`src/logic/axi_pkg.sv`:
```
`default_nettype none

package axi_pkg;

  typedef enum logic [1:0] {
    RESP_OKAY   = 2'b00,
    RESP_EXOKAY = 2'b01,
    RESP_SLVERR = 2'b10,
    RESP_DECERR = 2'b11
  } resp_e;

  localparam logic [1:0] BURST_INCR = 2'b01;  // only single beats go out anyway

  // axsize, bytes per beat as log2
  localparam logic [2:0] AXSIZE_1B = 3'b000;
  localparam logic [2:0] AXSIZE_2B = 3'b001;
  localparam logic [2:0] AXSIZE_4B = 3'b010;
  localparam logic [2:0] AXSIZE_8B = 3'b011;

  // transaction ids per requester
  localparam logic [3:0] ID_FETCH = 4'd0;
  localparam logic [3:0] ID_DATA  = 4'd1;

endpackage

`default_nettype wire

```
`src/logic/mem_bus_pkg.sv`:
```
`default_nettype none

// requester side of the memory bus

package mem_bus_pkg;

  // defaults only, the top sets the real widths
  localparam int ADDR_WIDTH_DEF = 32;
  localparam int DATA_WIDTH_DEF = 64;  // xlen of the core

  // access size as the core encodes it
  typedef enum logic [2:0] {
    SIZE_B = 3'd0,  // byte
    SIZE_H = 3'd1,  // half word
    SIZE_W = 3'd2,  // word
    SIZE_D = 3'd3   // double word
  } req_size_e;

  // owner of the read path
  typedef enum logic [1:0] {
    SRC_NONE  = 2'd0,
    SRC_FETCH = 2'd1,
    SRC_DATA  = 2'd2
  } req_src_e;

endpackage

`default_nettype wire

```
`src/logic/mem_req_if.sv`:
```
`default_nettype none

// one requester channel, valid held until a single-cycle ready
interface mem_req_if #(
  parameter int ADDR_WIDTH = mem_bus_pkg::ADDR_WIDTH_DEF,
  parameter int DATA_WIDTH = mem_bus_pkg::DATA_WIDTH_DEF
);

  logic [ADDR_WIDTH-1:0]  addr;
  logic                   valid;
  logic [7:0]             mask;   // byte enables
  mem_bus_pkg::req_size_e size;
  logic [DATA_WIDTH-1:0]  wdata;

  logic [DATA_WIDTH-1:0]  rdata;  // valid with ready
  logic                   ready;  // one cycle pulse
  logic                   err;    // response was not okay

  modport requester (
    output addr, valid, mask, size, wdata,
    input  rdata, ready, err
  );

  modport responder (
    input  addr, valid, mask, size, wdata,
    output rdata, ready, err
  );

endinterface

`default_nettype wire

```
`src/logic/axi_arb.sv`:
```
`default_nettype none

module axi_arb #(
  parameter int ADDR_WIDTH = mem_bus_pkg::ADDR_WIDTH_DEF,
  parameter int DATA_WIDTH = mem_bus_pkg::DATA_WIDTH_DEF
) (
  input  logic                  clk_i,
  input  logic                  rst_n_i,
  mem_req_if.responder          if_rd,    // fetch read
  mem_req_if.responder          mem_rd,   // data read
  mem_req_if.responder          mem_wr,   // data write, owns the write path
  mem_req_if.requester          ar_rd,
  mem_req_if.requester          ar_wr,
  output mem_bus_pkg::req_src_e grant_o
);

  mem_bus_pkg::req_src_e  grant_q;
  mem_bus_pkg::req_src_e  sel;
  logic                   sel_valid;
  logic [ADDR_WIDTH-1:0]  sel_addr;
  logic [7:0]             sel_mask;
  mem_bus_pkg::req_size_e sel_size;

  // a held grant wins, otherwise fetch before data
  always_comb begin
    if (grant_q != mem_bus_pkg::SRC_NONE) sel = grant_q;
    else if (if_rd.valid)                 sel = mem_bus_pkg::SRC_FETCH;
    else if (mem_rd.valid)                sel = mem_bus_pkg::SRC_DATA;
    else                                  sel = mem_bus_pkg::SRC_NONE;
  end

  always_comb begin
    sel_valid = 1'b0;
    sel_addr  = {ADDR_WIDTH{1'b0}};
    sel_mask  = 8'h00;
    sel_size  = mem_bus_pkg::SIZE_D;
    case (sel)
      mem_bus_pkg::SRC_FETCH: begin
        sel_valid = if_rd.valid;
        sel_addr  = if_rd.addr;
        sel_mask  = if_rd.mask;
        sel_size  = if_rd.size;
      end
      mem_bus_pkg::SRC_DATA: begin
        sel_valid = mem_rd.valid;
        sel_addr  = mem_rd.addr;
        sel_mask  = mem_rd.mask;
        sel_size  = mem_rd.size;
      end
      default: ;
    endcase
  end

  assign ar_rd.valid = sel_valid;
  assign ar_rd.addr  = sel_addr;
  assign ar_rd.mask  = sel_mask;
  assign ar_rd.size  = sel_size;
  assign ar_rd.wdata = {DATA_WIDTH{1'b0}};  // reads carry no data

  // master leaves idle in the same cycle it first sees valid
  always_ff @(posedge clk_i) begin
    if (!rst_n_i) begin
      grant_q <= mem_bus_pkg::SRC_NONE;
    end else if (grant_q == mem_bus_pkg::SRC_NONE) begin
      if (sel_valid) grant_q <= sel;
    end else if (ar_rd.ready) begin
      grant_q <= mem_bus_pkg::SRC_NONE;  // released on the response pulse
    end
  end

  assign grant_o = grant_q;

  // response only to the owner
  assign if_rd.ready  = (grant_q == mem_bus_pkg::SRC_FETCH) & ar_rd.ready;
  assign if_rd.err    = (grant_q == mem_bus_pkg::SRC_FETCH) & ar_rd.err;
  assign if_rd.rdata  = (grant_q == mem_bus_pkg::SRC_FETCH) ? ar_rd.rdata : {DATA_WIDTH{1'b0}};
  assign mem_rd.ready = (grant_q == mem_bus_pkg::SRC_DATA) & ar_rd.ready;
  assign mem_rd.err   = (grant_q == mem_bus_pkg::SRC_DATA) & ar_rd.err;
  assign mem_rd.rdata = (grant_q == mem_bus_pkg::SRC_DATA) ? ar_rd.rdata : {DATA_WIDTH{1'b0}};

  // write path straight through
  assign ar_wr.valid  = mem_wr.valid;
  assign ar_wr.addr   = mem_wr.addr;
  assign ar_wr.mask   = mem_wr.mask;
  assign ar_wr.size   = mem_wr.size;
  assign ar_wr.wdata  = mem_wr.wdata;
  assign mem_wr.ready = ar_wr.ready;
  assign mem_wr.err   = ar_wr.err;
  assign mem_wr.rdata = ar_wr.rdata;

  // the owner keeps its request up until the answer
  a_grant_locked: assert property (@(posedge clk_i) disable iff (!rst_n_i)
    (grant_q != mem_bus_pkg::SRC_NONE && !ar_rd.ready) |-> ar_rd.valid);

  // the master must answer only a pending request of the owner
  a_ready_owner: assert property (@(posedge clk_i) disable iff (!rst_n_i)
    (if_rd.ready |-> if_rd.valid) and (mem_rd.ready |-> mem_rd.valid));

endmodule

`default_nettype wire

```
`src/logic/axi_master.sv`:
```
`default_nettype none

module axi_master #(
  parameter int ADDR_WIDTH = mem_bus_pkg::ADDR_WIDTH_DEF,
  parameter int DATA_WIDTH = mem_bus_pkg::DATA_WIDTH_DEF
) (
  input  logic                  clk_i,
  input  logic                  rst_n_i,
  mem_req_if.responder          rd,
  mem_req_if.responder          wr,
  input  mem_bus_pkg::req_src_e grant_i,
  // ar
  output logic                  m_axi_arvalid_o,
  input  logic                  m_axi_arready_i,
  output logic [ADDR_WIDTH-1:0] m_axi_araddr_o,
  output logic [3:0]            m_axi_arid_o,
  output logic [2:0]            m_axi_arsize_o,
  output logic [7:0]            m_axi_arlen_o,
  output logic [1:0]            m_axi_arburst_o,
  // r
  input  logic                  m_axi_rvalid_i,
  output logic                  m_axi_rready_o,
  input  logic [DATA_WIDTH-1:0] m_axi_rdata_i,
  input  logic [1:0]            m_axi_rresp_i,
  input  logic                  m_axi_rlast_i,
  // aw
  output logic                  m_axi_awvalid_o,
  input  logic                  m_axi_awready_i,
  output logic [ADDR_WIDTH-1:0] m_axi_awaddr_o,
  output logic [3:0]            m_axi_awid_o,
  output logic [2:0]            m_axi_awsize_o,
  output logic [7:0]            m_axi_awlen_o,
  output logic [1:0]            m_axi_awburst_o,
  // w
  output logic                  m_axi_wvalid_o,
  input  logic                  m_axi_wready_i,
  output logic [DATA_WIDTH-1:0] m_axi_wdata_o,
  output logic [7:0]            m_axi_wstrb_o,
  output logic                  m_axi_wlast_o,
  // b
  input  logic                  m_axi_bvalid_i,
  output logic                  m_axi_bready_o,
  input  logic [1:0]            m_axi_bresp_i
);

  typedef enum logic [1:0] {RD_IDLE, RD_ADDR, RD_DATA} rd_state_e;
  typedef enum logic [1:0] {WR_IDLE, WR_REQ, WR_RESP} wr_state_e;

  rd_state_e             rd_state_q;
  wr_state_e             wr_state_q;
  logic                  rd_ready_q, wr_ready_q;
  logic [DATA_WIDTH-1:0] rd_data_q;
  logic                  rd_err_q, wr_err_q;
  logic                  aw_done_q, w_done_q;
  logic                  aw_ok, w_ok;

  function automatic logic [2:0] size_to_axsize(input mem_bus_pkg::req_size_e sz);
    case (sz)
      mem_bus_pkg::SIZE_B: return axi_pkg::AXSIZE_1B;
      mem_bus_pkg::SIZE_H: return axi_pkg::AXSIZE_2B;
      mem_bus_pkg::SIZE_W: return axi_pkg::AXSIZE_4B;
      default:             return axi_pkg::AXSIZE_8B;
    endcase
  endfunction

  // read side
  always_ff @(posedge clk_i) begin
    if (!rst_n_i) begin
      rd_state_q <= RD_IDLE;
      rd_ready_q <= 1'b0;
    end else begin
      rd_ready_q <= 1'b0;
      case (rd_state_q)
        RD_IDLE: if (rd.valid && !rd_ready_q) rd_state_q <= RD_ADDR;  // skip the answered one
        RD_ADDR: if (m_axi_arready_i) rd_state_q <= RD_DATA;
        RD_DATA: begin
          if (m_axi_rvalid_i) begin
            rd_state_q <= RD_IDLE;
            rd_ready_q <= 1'b1;
          end
        end
        default: rd_state_q <= RD_IDLE;
      endcase
    end
  end

  always_ff @(posedge clk_i) begin
    if (rd_state_q == RD_DATA && m_axi_rvalid_i) begin
      rd_data_q <= m_axi_rdata_i;
      // a single beat must also be the last one
      rd_err_q  <= (m_axi_rresp_i != axi_pkg::RESP_OKAY) | ~m_axi_rlast_i;
    end
  end

  assign m_axi_arvalid_o = (rd_state_q == RD_ADDR);
  assign m_axi_araddr_o  = rd.addr;
  assign m_axi_arid_o    = (grant_i == mem_bus_pkg::SRC_DATA) ? axi_pkg::ID_DATA
                                                              : axi_pkg::ID_FETCH;
  assign m_axi_arsize_o  = size_to_axsize(rd.size);
  assign m_axi_arlen_o   = 8'd0;
  assign m_axi_arburst_o = axi_pkg::BURST_INCR;
  assign m_axi_rready_o  = (rd_state_q == RD_DATA);

  assign rd.ready = rd_ready_q;
  assign rd.rdata = rd_data_q;
  assign rd.err   = rd_err_q;

  // write side, aw and w raised together and each dropped on its own
  assign aw_ok = aw_done_q | m_axi_awready_i;
  assign w_ok  = w_done_q | m_axi_wready_i;

  always_ff @(posedge clk_i) begin
    if (!rst_n_i) begin
      wr_state_q <= WR_IDLE;
      wr_ready_q <= 1'b0;
      aw_done_q  <= 1'b0;
      w_done_q   <= 1'b0;
    end else begin
      wr_ready_q <= 1'b0;
      case (wr_state_q)
        WR_IDLE: if (wr.valid && !wr_ready_q) wr_state_q <= WR_REQ;
        WR_REQ: begin
          if (aw_ok && w_ok) begin
            wr_state_q <= WR_RESP;
            aw_done_q  <= 1'b0;
            w_done_q   <= 1'b0;
          end else begin
            aw_done_q <= aw_ok;
            w_done_q  <= w_ok;
          end
        end
        WR_RESP: begin
          if (m_axi_bvalid_i) begin
            wr_state_q <= WR_IDLE;
            wr_ready_q <= 1'b1;
          end
        end
        default: wr_state_q <= WR_IDLE;
      endcase
    end
  end

  always_ff @(posedge clk_i) begin
    if (wr_state_q == WR_RESP && m_axi_bvalid_i) wr_err_q <= (m_axi_bresp_i != axi_pkg::RESP_OKAY);
  end

  assign m_axi_awvalid_o = (wr_state_q == WR_REQ) & ~aw_done_q;
  assign m_axi_awaddr_o  = wr.addr;
  assign m_axi_awid_o    = axi_pkg::ID_DATA;
  assign m_axi_awsize_o  = size_to_axsize(wr.size);
  assign m_axi_awlen_o   = 8'd0;
  assign m_axi_awburst_o = axi_pkg::BURST_INCR;
  assign m_axi_wvalid_o  = (wr_state_q == WR_REQ) & ~w_done_q;
  assign m_axi_wdata_o   = wr.wdata;
  assign m_axi_wstrb_o   = wr.mask;
  assign m_axi_wlast_o   = 1'b1;
  assign m_axi_bready_o  = (wr_state_q == WR_RESP);

  assign wr.ready = wr_ready_q;
  assign wr.rdata = {DATA_WIDTH{1'b0}};
  assign wr.err   = wr_err_q;

  // valid and payload held until the slave takes them
  a_ar_hold: assert property (@(posedge clk_i) disable iff (!rst_n_i)
    m_axi_arvalid_o && !m_axi_arready_i |=> m_axi_arvalid_o && $stable(m_axi_araddr_o)
      && $stable(m_axi_arid_o) && $stable(m_axi_arsize_o));

  a_aw_hold: assert property (@(posedge clk_i) disable iff (!rst_n_i)
    m_axi_awvalid_o && !m_axi_awready_i |=> m_axi_awvalid_o && $stable(m_axi_awaddr_o)
      && $stable(m_axi_awsize_o));

  // requester and arbiter keep the request still until ready
  a_rd_stable: assert property (@(posedge clk_i) disable iff (!rst_n_i)
    rd_state_q != RD_IDLE |=> $stable(rd.addr) && $stable(rd.size) && $stable(grant_i));

  a_wr_stable: assert property (@(posedge clk_i) disable iff (!rst_n_i)
    wr_state_q != WR_IDLE |=> $stable(wr.addr) && $stable(wr.wdata) && $stable(wr.mask));

endmodule

`default_nettype wire

```
`src/logic/mem_axi_top.sv`:
```
`default_nettype none

module mem_axi_top #(
  parameter int ADDR_WIDTH = mem_bus_pkg::ADDR_WIDTH_DEF,
  parameter int DATA_WIDTH = mem_bus_pkg::DATA_WIDTH_DEF
) (
  input  logic                   clk_i,
  input  logic                   rst_n_i,
  // fetch port
  input  logic [ADDR_WIDTH-1:0]  if_addr_i,
  input  logic                   if_valid_i,
  input  logic [7:0]             if_mask_i,
  input  mem_bus_pkg::req_size_e if_size_i,
  output logic [DATA_WIDTH-1:0]  if_rdata_o,
  output logic                   if_ready_o,
  output logic                   if_err_o,
  // data read port
  input  logic [ADDR_WIDTH-1:0]  mem_raddr_i,
  input  logic                   mem_rvalid_i,
  input  logic [7:0]             mem_rmask_i,
  input  mem_bus_pkg::req_size_e mem_rsize_i,
  output logic [DATA_WIDTH-1:0]  mem_rdata_o,
  output logic                   mem_rready_o,
  output logic                   mem_rerr_o,
  // data write port
  input  logic [ADDR_WIDTH-1:0]  mem_waddr_i,
  input  logic                   mem_wvalid_i,
  input  logic [7:0]             mem_wmask_i,
  input  mem_bus_pkg::req_size_e mem_wsize_i,
  input  logic [DATA_WIDTH-1:0]  mem_wdata_i,
  output logic                   mem_wready_o,
  output logic                   mem_werr_o,
  // axi4 master
  output logic                   m_axi_arvalid_o,
  input  logic                   m_axi_arready_i,
  output logic [ADDR_WIDTH-1:0]  m_axi_araddr_o,
  output logic [3:0]             m_axi_arid_o,
  output logic [2:0]             m_axi_arsize_o,
  output logic [7:0]             m_axi_arlen_o,
  output logic [1:0]             m_axi_arburst_o,
  input  logic                   m_axi_rvalid_i,
  output logic                   m_axi_rready_o,
  input  logic [DATA_WIDTH-1:0]  m_axi_rdata_i,
  input  logic [1:0]             m_axi_rresp_i,
  input  logic                   m_axi_rlast_i,
  output logic                   m_axi_awvalid_o,
  input  logic                   m_axi_awready_i,
  output logic [ADDR_WIDTH-1:0]  m_axi_awaddr_o,
  output logic [3:0]             m_axi_awid_o,
  output logic [2:0]             m_axi_awsize_o,
  output logic [7:0]             m_axi_awlen_o,
  output logic [1:0]             m_axi_awburst_o,
  output logic                   m_axi_wvalid_o,
  input  logic                   m_axi_wready_i,
  output logic [DATA_WIDTH-1:0]  m_axi_wdata_o,
  output logic [7:0]             m_axi_wstrb_o,
  output logic                   m_axi_wlast_o,
  input  logic                   m_axi_bvalid_i,
  output logic                   m_axi_bready_o,
  input  logic [1:0]             m_axi_bresp_i
);

  mem_bus_pkg::req_src_e grant;

  mem_req_if #(.ADDR_WIDTH(ADDR_WIDTH), .DATA_WIDTH(DATA_WIDTH)) if_rd ();
  mem_req_if #(.ADDR_WIDTH(ADDR_WIDTH), .DATA_WIDTH(DATA_WIDTH)) mem_rd ();
  mem_req_if #(.ADDR_WIDTH(ADDR_WIDTH), .DATA_WIDTH(DATA_WIDTH)) mem_wr ();
  mem_req_if #(.ADDR_WIDTH(ADDR_WIDTH), .DATA_WIDTH(DATA_WIDTH)) ar_rd ();
  mem_req_if #(.ADDR_WIDTH(ADDR_WIDTH), .DATA_WIDTH(DATA_WIDTH)) ar_wr ();

  // fetch
  assign if_rd.addr  = if_addr_i;
  assign if_rd.valid = if_valid_i;
  assign if_rd.mask  = if_mask_i;
  assign if_rd.size  = if_size_i;
  assign if_rd.wdata = {DATA_WIDTH{1'b0}};
  assign if_rdata_o  = if_rd.rdata;
  assign if_ready_o  = if_rd.ready;
  assign if_err_o    = if_rd.err;

  // data read
  assign mem_rd.addr  = mem_raddr_i;
  assign mem_rd.valid = mem_rvalid_i;
  assign mem_rd.mask  = mem_rmask_i;
  assign mem_rd.size  = mem_rsize_i;
  assign mem_rd.wdata = {DATA_WIDTH{1'b0}};
  assign mem_rdata_o  = mem_rd.rdata;
  assign mem_rready_o = mem_rd.ready;
  assign mem_rerr_o   = mem_rd.err;

  // data write, rdata of this channel stays inside
  assign mem_wr.addr  = mem_waddr_i;
  assign mem_wr.valid = mem_wvalid_i;
  assign mem_wr.mask  = mem_wmask_i;
  assign mem_wr.size  = mem_wsize_i;
  assign mem_wr.wdata = mem_wdata_i;
  assign mem_wready_o = mem_wr.ready;
  assign mem_werr_o   = mem_wr.err;

  axi_arb #(
    .ADDR_WIDTH (ADDR_WIDTH),
    .DATA_WIDTH (DATA_WIDTH)
  ) u_arb (
    .clk_i   (clk_i),
    .rst_n_i (rst_n_i),
    .if_rd   (if_rd.responder),
    .mem_rd  (mem_rd.responder),
    .mem_wr  (mem_wr.responder),
    .ar_rd   (ar_rd.requester),
    .ar_wr   (ar_wr.requester),
    .grant_o (grant)
  );

  axi_master #(
    .ADDR_WIDTH (ADDR_WIDTH),
    .DATA_WIDTH (DATA_WIDTH)
  ) u_master (
    .clk_i           (clk_i),
    .rst_n_i         (rst_n_i),
    .rd              (ar_rd.responder),
    .wr              (ar_wr.responder),
    .grant_i         (grant),
    .m_axi_arvalid_o (m_axi_arvalid_o),
    .m_axi_arready_i (m_axi_arready_i),
    .m_axi_araddr_o  (m_axi_araddr_o),
    .m_axi_arid_o    (m_axi_arid_o),
    .m_axi_arsize_o  (m_axi_arsize_o),
    .m_axi_arlen_o   (m_axi_arlen_o),
    .m_axi_arburst_o (m_axi_arburst_o),
    .m_axi_rvalid_i  (m_axi_rvalid_i),
    .m_axi_rready_o  (m_axi_rready_o),
    .m_axi_rdata_i   (m_axi_rdata_i),
    .m_axi_rresp_i   (m_axi_rresp_i),
    .m_axi_rlast_i   (m_axi_rlast_i),
    .m_axi_awvalid_o (m_axi_awvalid_o),
    .m_axi_awready_i (m_axi_awready_i),
    .m_axi_awaddr_o  (m_axi_awaddr_o),
    .m_axi_awid_o    (m_axi_awid_o),
    .m_axi_awsize_o  (m_axi_awsize_o),
    .m_axi_awlen_o   (m_axi_awlen_o),
    .m_axi_awburst_o (m_axi_awburst_o),
    .m_axi_wvalid_o  (m_axi_wvalid_o),
    .m_axi_wready_i  (m_axi_wready_i),
    .m_axi_wdata_o   (m_axi_wdata_o),
    .m_axi_wstrb_o   (m_axi_wstrb_o),
    .m_axi_wlast_o   (m_axi_wlast_o),
    .m_axi_bvalid_i  (m_axi_bvalid_i),
    .m_axi_bready_o  (m_axi_bready_o),
    .m_axi_bresp_i   (m_axi_bresp_i)
  );

endmodule

`default_nettype wire

```
`config.mk`:
```
export PLATFORM = sky130hd
export DESIGN_NAME = mem_axi_top
export DESIGN_NICKNAME = d
export VERILOG_FILES = /design/src/logic/axi_pkg.sv /design/src/logic/mem_bus_pkg.sv /design/src/logic/mem_req_if.sv /design/src/logic/axi_arb.sv /design/src/logic/axi_master.sv /design/src/logic/mem_axi_top.sv
export SDC_FILE = /design/constraint.sdc
export NUM_CORES = 1
export LEC_CHECK = 0
export BUFFER_PORTS_ARGS = -buffer_cell sky130_fd_sc_hd__buf_4
export CORE_AREA = 2 2 227 229
export DETAILED_ROUTE_END_ITERATION = 16
export DIE_AREA = 0 0 229 231
export PLACE_DENSITY_LB_ADDON = 0.05
export REMOVE_ABC_BUFFERS = 1
export SYNTH_ARGS = -nofsm -noshare
export SYNTH_HDL_FRONTEND = slang
export SYNTH_SLANG_ARGS = --single-unit
export TNS_END_PERCENT = 5
```
`constraint.sdc`:
```
create_clock -name clk_i -period 6.05 [get_ports clk_i]
set_input_delay 0 -clock clk_i [delete_from_list [all_inputs] [get_ports clk_i]]
set_output_delay 0 -clock clk_i [all_outputs]
set_load 0.01 [all_outputs]
```
==> results.md, run 1 <==
* Cts repair resizes at 0
* Critical Path RT at just over 6000 ps
* Drt pass-1 iters at 5
* Critical path endpoint category: output port
* Via count at around 4,700
* Total negative setup slack at 0 ps
* GR met3 Demand/Resource at 0.232
* Grt ovf at 0
* Placer's final routability congestion estimate at between 0.8 and 0.9
* Seq. cell area at ~2200 sq um
* Std-Cell Rows at 83
* Unique masters post-synth at 32
* I/O Pins at between 500 and 600
* Cts-stage hold buffer count at slightly below 80
* Drt initial violations at about 230
* Antenna-violating nets left at 0
* First-pass GRT wire length at 49.3 mm
* Outcome: completed
* Leading cell type in the layout, fill and taps excluded: buf_4
* R2r startpoint: u_arb.grant_o[1]
* Worst-path clk slew at approximately 60 ps
* Worst Min Path Start: mem_waddr_i[22]
* Clk pwr share at 0.393
* Die Ht at about 230 um
* Clock Path Buffers at 2
* Seq pwr share at 0.393
* Die W at roughly 230 um
* Sequential cell area fraction in the yosys report at 0.446
* Clock Latency Late Sink at approximately 380 ps
* Initial Util at 0.0966
* Met1 usage at 0.105
* Mean routed wirelength per cell at about 27 um
* Slew HR at 0.287
* Core area at just over 50,000 sq um
* Post-CTS setup repair buffer count at 0
* Pint at 1.07 mW
* # port buffers at between 300 and 400
* Final period util at 0.434
* CTS tree: yes
* Area grow syn2layout at 69.4%
* Avg Inst Size Synth at about 10 sq um
* Cell Area, Placed at slightly above 7000 sq um
* Comb power frac at 0.213
* CP arrival at roughly 2600 ps
* FMAX at between 300 and 400 MHz
* Clk_skew at just under 9 ps
* Switching pwr at approximately 0.41 mW
* Fraction of layout cells with a size suffix above 1 at 0.454
* Antenna violations before repair at 2
* Global Route Usage Sum at 0.145
* Synthesized cell area at 4900 sq um
* Cells after Synth at 491
* Design Area, Final at approximately 8300 sq um
* Peak supply drop at around 120 uV
* Minimum clock period at about 2600 ps
* Layer with the highest usage: met3
* Leak pwr at 3.65 nW
* Net Sw Frac at 0.276
* Dpl hpwl at 33.1 mm
* Die area at ~53,000 sq um
* DRT Wirelength at 39.2 mm
* Setup violators final at 0
* Fill cells at approximately 5,800
* Drc violations at 0
* CTS Buf Count at 9
* WS Path Type: reg -> out
* Max-cap viol count at 0
* Synth Register Bits at 76
* Area of the multi-input gates at between 1500 and 2000 sq um
* Final net count at approximately 1,100
* Power Total at around 1.5 mW
* Fin worst setup slack at 3430 ps
* Post-Place Setup Slack at roughly 3800 ps
* M2 GR Usage at 0.189
* CP startpoint kind: flip-flop
* Total power divided by cell area at 178 nW/um^2
* YS warnings at 0
* H-tree Lvls at 3
* CP max FO at 33
* Number of global-route vias before repair at 4,788
* Largest net degree at the start of global routing at 66
* Clock Root Buffer: clkbuf_16
* Most frequent cells in the layout: 333 x buf_4, 133 x and2_1, 79 x dlygate4sd3_1
* RSZ-0062 raised after global routing: false
* Final hold violations at 0
* Slew @ Worst Pin at around 1100 ps
* Worst hold path class: in -> out
* Clock sinks at 76
* Via density per instance at about 3.2
* Final max-slew violation count at 0
* Crit. Startpoint: u_arb.grant_o[1]
## layer usage
metal	vias to the layer above	wire (um)
met2	529	15000
met3	30	12600
li1	2037	-
met1	2069	10500
met5	-	755
met4	14	306
## stage by stage
step,instances,hold WS [ps],utilization
floorplan,359,0,-
global placement,1372,0.0749,0.142
detailed placement,1372,0.0749,0.142
CTS,1467,0.0749,0.164
global route,1467,0.0626,0.164
finish,1469,0.0872,0.164
## cell families (layout without fill, tap and decap cells)
kind of cell,count (synthesis),count (layout),synth area share
AO/OA/AOI/OAI,48,48,0.0726
flip-flops,76,76,0.446
other,2,32,0.00153
adder cells (fa/ha/maj),2,2,0.00511
buffers and inverters,163,431,0.239
AND/OR/NAND/NOR,200,200,0.236
## final timing paths
path / to / slack (ps) / cells past startpoint
worst max-delay path: m_axi_arsize_o[0] / 3430 / 7
worst min register to register: u_master.wr_state_q[0] / 460 / 1
worst max register to register: u_arb.grant_o[0] / 3910 / 8
worst min-delay path: m_axi_awaddr_o[22] / 0.09 / 0
## Yosys cell counts (all sizes together)
cell type  count  area, sq um
a21o           1         7.51
a21oi          3         15.0
a221o          3         30.0
a22oi         34          255
and2         134          838
and2b          1         7.51
and3           3         18.8
and3b          1         8.76
buf          156         1140
clkbuf         4         15.0
conb           2         7.51
dfxtp         10          200
edfxtp        66         1980
ha             2         25.0
inv            3         11.3
nand2          1         3.75
nand2b         3         18.8
nor2          41          154
nor2b          9         58.8
nor3b          2         15.0
nor4b          1         8.76
o21a           2         15.0
o21ai          2         10.0
o22ai          1         6.26
o31ai          1         7.51
o41ai          1         8.76
or2            4         25.0
## power groups by stage
stage / Combinational, mW / Sequential [mW] / Clock [mW]
after floorplan: 0.102 / 0.592 / 0
after CTS: 0.321 / 0.581 / 0.629
after global placement: 0.279 / 0.593 / 0
after global routing: 0.344 / 0.582 / 0.642
after detailed placement: 0.277 / 0.593 / 0
final: 0.315 / 0.581 / 0.581
## critical path, cell delays in order, from the launching register on
cell and delay [ps]:
dfxtp_1 460, nor2b_1 80, or2_2 300, ha_1 370, buf_4 270, a221o_1 320, a221o_1 280, buf_4 160
## registers in the layout (all words and copies together) (netlist names)
register	count
u_arb.grant_o	2
u_master.aw_done_q	1
u_master.rd.err	1
u_master.rd.rdata	64
u_master.rd.ready	1
u_master.rd_state_q	2
u_master.w_done_q	1
u_master.wr.err	1
u_master.wr.ready	1
u_master.wr_state_q	2
## cell type report
type,count,area share
Sequential cell,76,0.263
Clock inverter,7,0.00815
Antenna cell,2,0.000604
Inverter,3,0.00136
Clock buffer,9,0.0272
Timing Repair Buffer,412,0.397
Tap cell,680,0.103
Multi-Input combinational cell,280,0.200
(Power assumes the default switching activity.)
==> inputs of run 2 (changes only) <==
--- a/config.mk
+++ b/config.mk
@@ -6,9 +6,9 @@
 export NUM_CORES = 1
 export LEC_CHECK = 0
 export BUFFER_PORTS_ARGS = -buffer_cell sky130_fd_sc_hd__buf_4
-export CORE_AREA = 2 2 227 229
+export CORE_AREA = 2 2 224 226
 export DETAILED_ROUTE_END_ITERATION = 16
-export DIE_AREA = 0 0 229 231
+export DIE_AREA = 0 0 226 228
 export PLACE_DENSITY_LB_ADDON = 0.05
 export REMOVE_ABC_BUFFERS = 1
 export SYNTH_ARGS = -nofsm -noshare
==> constraint.sdc (replaced) <==
create_clock -name clk_i -period 2.2 [get_ports clk_i]
set_input_delay 0 -clock clk_i [delete_from_list [all_inputs] [get_ports clk_i]]
set_output_delay 0 -clock clk_i [all_outputs]
set_load 0.01 [all_outputs]
==> run 2 against run 1 <==
  * Combinational power grew to 2.8 times the previous value
  * Die area shrank 2.6%
  * Clock skew is essentially flat
  * Setup slack lost 3300 ps
  * Cell area grew 1.0%
  * Utilization grew 0.61 points
  * Power grew to 2.7 times the previous value
  * Non-clock buffer count grew 6
  * Flip-flop and latch count is the same
  * Clock power grew to 2.7 times the previous value
  * Sequential power grew to 2.8 times the previous value
  * Largest power group unchanged
  * Highest routed layer unchanged
==> results.md, run 2 (same netlist as run 1, synthesis figures left out) <==
* Outcome: completed
* CTS tree: yes
* Worst-path clk slew at around 60 ps
* Die Ht at 228 um
* Net Sw Frac at 0.270
* Antenna violations before repair at 1
* Die area at roughly 52,000 sq um
* Clk pwr share at 0.390
* Final hold violations at 0
* Setup violators final at 0
* Clock Root Buffer: clkbuf_16
* Worst hold path class: in -> out
* Clk_skew at approximately 9.1 ps
* Core area at around 50,000 sq um
* CP Cell Sequence: buf_4 -> a21o_1 -> inv_1 -> ha_4 -> a221o_1 -> a221o_1 -> buf_4
* Largest net degree at the start of global routing at 41
* First-pass GRT wire length at between 40 and 50 mm
* Leading cell type in the layout, fill and taps excluded: buf_4
* CTS Buf Count at 9
* Initial Util at 0.0992
* Minimum clock period at about 2100 ps
* Seq pwr share at 0.394
* Drt initial violations at approximately 160
* Clock Latency Late Sink at around 380 ps
* Drc violations at 0
* Final max-slew violation count at 0
* H-tree Lvls at 3
* DP Cell Count at 1,370
* Via count at roughly 4,600
* FMAX at 477 MHz
* Std-Cell Rows at 82
* Finished Layout Cells at around 1,500
* Global Route Usage Sum at 0.144
* Worst path top cell family by delay: compound AO/OA/AOI/OAI gates
* Leak pwr at 3.69 nW
* Buf/Inv on CP at 3
* Clock sinks at 76
* Post-Place Setup Slack at 390 ps
* Clock Path Buffers at 2
* Placer's final routability congestion estimate at 0.898
* Number of global-route vias before repair at slightly below 5,000
* # port buffers at roughly 330
* Grt ovf at 0
* Final net count at between 1,000 and 1,500
* Mean routed wirelength per cell at around 26 um
* Max-cap viol count at 0
* Max reg flops at between 60 and 70
* Peak supply drop at 353 uV
* Comb power frac at 0.217
* Fin worst setup slack at slightly above 100 ps
* WS Path Type: reg -> out
* Crit-path slowest cell: dfxtp_1
* Switching pwr at 1.10 mW
* Drt pass-1 iters at 4
* CP startpoint kind: flip-flop
* Via density per instance at about 3.2
* Dpl hpwl at around 33 mm
* Most frequent cells in the layout: 336 x buf_4, 133 x and2_1, 79 x dlygate4sd3_1
* CP arrival at ~2100 ps
* Die W at between 200 and 250 um
* DRT Wirelength at between 30 and 40 mm
* Final period util at 0.953
* Area grow syn2layout at 71.0%
* CP max FO at 5
* Fraction of layout cells with a size suffix above 1 at 0.459
* Critical path endpoint category: output port
* I/O Pins at about 580
* Total power divided by cell area at approximately 490 nW/um^2
* Pint at 2.96 mW
* Antenna-violating nets left at 0
* CP peak stage delay at 310 ps
* Critical Path RT at between 2000 and 2500 ps
-- run 2: path summary, 6_finish.rpt --
| path | from | endpoint | slack [ps] | depth (start not counted) |
|---|---|---|---|---|
| worst min register to register | u_master.wr_state_q[1] | u_master.wr_state_q[0] | 460 | 1 |
| worst min-delay path | mem_waddr_i[24] | m_axi_awaddr_o[24] | 0.08 | 0 |
| worst max-delay path | u_arb.grant_o[1] | m_axi_arsize_o[1] | 100 | 7 |
| worst max register to register | u_arb.grant_o[1] | u_arb.grant_o[0] | 590 | 7 |
-- run 2: metal layers --
layer / GRT usage / part of all wire / up-vias
met2: 0.194 / 0.39 / 480
li1: - / - / 2059
met5: 0.0645 / 0.012 / -
met3: 0.206 / 0.30 / 26
met4: 0.0360 / 0.011 / 8
met1: 0.113 / 0.28 / 2073
-- run 2: metrics by stage --
| stage | util | TNS, ps | power [mW] | hold WS [ps] | instance area [sq um] |
|---|---|---|---|---|---|
| floorplan | - | -28500 | 1.91 | 0 | 3840 |
| global placement | 0.147 | 0 | 2.40 | 0.0749 | 7260 |
| detailed placement | 0.147 | 0 | 2.40 | 0.0749 | 7260 |
| CTS | 0.169 | 0 | 4.19 | 0.0749 | 8350 |
| global route | 0.170 | -9.92 | 4.29 | 0.0615 | 8370 |
| finish | 0.170 | 0 | 4.06 | 0.0772 | 8370 |
-- run 2: cell type report --
cell class | count | area [sq um]
fill | 5613 | 41000
timing repair buffer | 418 | 3360
sequential | 76 | 2180
multi-input combinational | 280 | 1670
tap | 672 | 841
clock buffer | 10 | 229
clock inverter | 6 | 63.8
inverter | 3 | 11.3
antenna | 3 | 7.51
-- run 2: worst reg2reg max path, cell delays in order (launching register included) --
cell and delay (ps):
dfxtp_1 330, nor2b_1 50, or2_2 320, inv_2 60, ha_2 220, a22oi_1 150
nor4b_1 280, o21a_1 140
-- run 2: power groups by stage --
stage          logic (mW)  registers (mW)  clock network (mW)
3_3_place_gp        0.767            1.63                   0
3_5_place_dp        0.765            1.63                   0
4_1_cts             0.892            1.60                1.70
6_report            0.881            1.60                1.58
2_1_floorplan       0.281            1.63                   0
5_1_grt             0.959            1.60                1.73
-- run 2: repair_timing --
| item | 4_1_cts | 5_1_grt |
|---|---|---|
| cloned | 0 | 0 |
| endpoints found under the setup margin | 2 | 34 |
| hold buffers | 79 | 0 |
| gates resized for setup | 1 | 4 |
| pin swaps | 0 | 2 |
| buffers inserted | 0 | 0 |
| hold endpoints to repair | 77 | 0 |
==> inputs of run 3 (changes only) <==
--- a/config.mk
+++ b/config.mk
@@ -10,6 +10,7 @@
 export DETAILED_ROUTE_END_ITERATION = 16
 export DIE_AREA = 0 0 226 228
 export PLACE_DENSITY_LB_ADDON = 0.05
+export RECOVER_POWER = 50
 export REMOVE_ABC_BUFFERS = 1
 export SYNTH_ARGS = -nofsm -noshare
 export SYNTH_HDL_FRONTEND = slang
==> run 3 against run 2 <==
  * Via count is 0.22% higher
  * Sequential power hardly changed
  * Critical path depth stayed put
  * First-iteration DRC count is 11% higher
  * Critical path type unchanged
  * Critical endpoint unchanged
==> results.md, run 3 (same netlist as run 1, synthesis figures left out) <==
* Crit-path slowest cell: dfxtp_1
* WS Path Type: reg -> out
* Final core occ at 0.169
* Max reg flops at 64
* DRT Wirelength at between 30 and 40 mm
* Die area at between 50,000 and 60,000 sq um
* Area grow syn2layout at 70.1%
* Antenna-violating nets left at 0
* Largest net degree at the start of global routing at approximately 40
* Worst-path clk slew at 60 ps
* Power Total at roughly 4 mW
* Mean routed wirelength per cell at 25.9 um
* First-pass GRT wire length at around 48 mm
* Slew HR at 0.632
* Final max-slew violation count at 0
* Finished Layout Cells at approximately 1,500
* Buf/Inv on CP at 3
* CTS tree: yes
* R2r startpoint: u_arb.grant_o[1]
* CP startpoint kind: flip-flop
* Setup violators final at 0
* Final net count at 1,062
* Clock Root Buffer: clkbuf_16
* Fraction of layout cells with a size suffix above 1 at 0.444
* Worst hold path class: in -> out
* CP Cell Sequence: buf_4 -> a21o_1 -> inv_1 -> ha_4 -> a221o_1 -> a221o_1 -> buf_4
* I/O Pins at 582
* Met1 usage at 0.113
* Outcome: completed
* Clk pwr share at 0.391
* FMAX at around 480 MHz
* Peak supply drop at 352 uV
* Antenna violations before repair at 1
* Clock Latency Late Sink at between 300 and 400 ps
* Placer's final routability congestion estimate at 0.898
* Number of global-route vias before repair at 4,814
* CP max FO at 5
* Net Sw Frac at 0.270
* Leading cell type in the layout, fill and taps excluded: buf_4
* Clock Path Buffers at 2
* Via count at approximately 4,700
* Final period util at 0.953
* Worst Min Path Start: mem_waddr_i[24]
* # port buffers at about 330
* Critical Path RT at 2200 ps
* CP peak stage delay at 310 ps
* Fill cells at ~5,600
* Drc violations at 0
* Pint at 2.95 mW
* Std-Cell Rows at 82
* CP arrival at approximately 2100 ps
* GR met3 Demand/Resource at 0.206
* Worst path top cell family by delay: compound AO/OA/AOI/OAI gates
* Seq pwr share at 0.395
* H-tree Lvls at 3
* Post-CTS setup repair buffer count at 0
* Critical path endpoint category: output port
* Clock sinks at between 70 and 80
* Total power divided by cell area at between 400 and 500 nW/um^2
* Die W at between 200 and 250 um
* Switching pwr at between 1 and 1.5 mW
* Drt initial violations at 174
* Layer with the highest usage: met3
* Crit. Startpoint: u_arb.grant_o[1]
* Drt pass-1 iters at 4
* Comb power frac at 0.214
* Global Route Usage Sum at 0.144
* CTS Buf Count at 9
* Core area at 49,300 sq um
* Worst Hold Slack at about 0.077 ps
* Leak pwr at roughly 3.6 nW
* Minimum clock period at 2100 ps
* Slew @ Worst Pin at around 550 ps
* Die Ht at between 200 and 250 um
* Final hold violations at 0
* Max-cap viol count at 0
* M2 GR Usage at 0.194
* Initial Util at 0.0992
* Clk_skew at around 8.6 ps
* Most frequent cells in the layout: 257 x buf_4, 126 x and2_1, 79 x dlygate4sd3_1
* DP Cell Count at 1,370
* Dpl hpwl at 32.9 mm
* Via density per instance at about 3.2
* Grt ovf at 0
-- run 3: cell types whose count changed in the layout (fill, tap and decap cells not counted) --
cell	change
and2_0	+7
and2_1	-7
clkbuf_4	+66
buf_4	-79
clkbuf_1	+12
clkbuf_2	+1
-- run 3: timing repair --
item                                    in CTS  in global routing
resized for setup                            1                  4
pin swaps                                    0                  2
hold endpoints to repair                    77                  0
hold buffers                                79                  0
endpoints found under the setup margin       2                 34
-- run 3: final cells by class --
type	instances	area [sq um]	area share
Timing Repair Buffer	418	3320	0.398
Sequential cell	76	2180	0.262
Multi-Input combinational cell	280	1670	0.201
Tap cell	672	841	0.101
Clock buffer	10	229	0.0275
Clock inverter	6	63.8	0.00766
Inverter	3	11.3	0.00135
Antenna cell	3	7.51	0.000902
-- run 3: power groups by stage --
| stage | logic, mW | clock network (mW) | registers, mW |
|---|---|---|---|
| 2_1_floorplan | 0.281 | 0 | 1.63 |
| 3_3_place_gp | 0.767 | 0 | 1.63 |
| 3_5_place_dp | 0.765 | 0 | 1.63 |
| 4_1_cts | 0.892 | 1.70 | 1.60 |
| 5_1_grt | 0.943 | 1.73 | 1.60 |
| 6_report | 0.863 | 1.58 | 1.60 |
-- run 3: path summary, 6_finish.rpt --
| kind | end | slack (ps) | cells after the start |
|---|---|---|---|
| worst max register to register | u_arb.grant_o[0] | 590 | 7 |
| worst min-delay path | m_axi_awaddr_o[24] | 0.08 | 0 |
| worst max-delay path | m_axi_arsize_o[1] | 100 | 7 |
| worst min register to register | u_master.wr_state_q[0] | 460 | 1 |
-- run 3: routing by layer --
layer / part of all wire / vias to the layer above
li1: - / 2056
met1: 0.28 / 2086
met2: 0.39 / 480
met3: 0.30 / 26
met4: 0.012 / 8
met5: 0.012 / -
-- run 3: per-stage QoR --
step / TNS, ps / area [sq um] / worst slack [ps]
after global routing: -9.92 / 8320 / -9.92
after CTS: 0 / 8350 / 1.63
final: 0 / 8330 / 103
after global placement: 0 / 7260 / 392
after floorplan: -28500 / 3840 / -438
after detailed placement: 0 / 7260 / 390
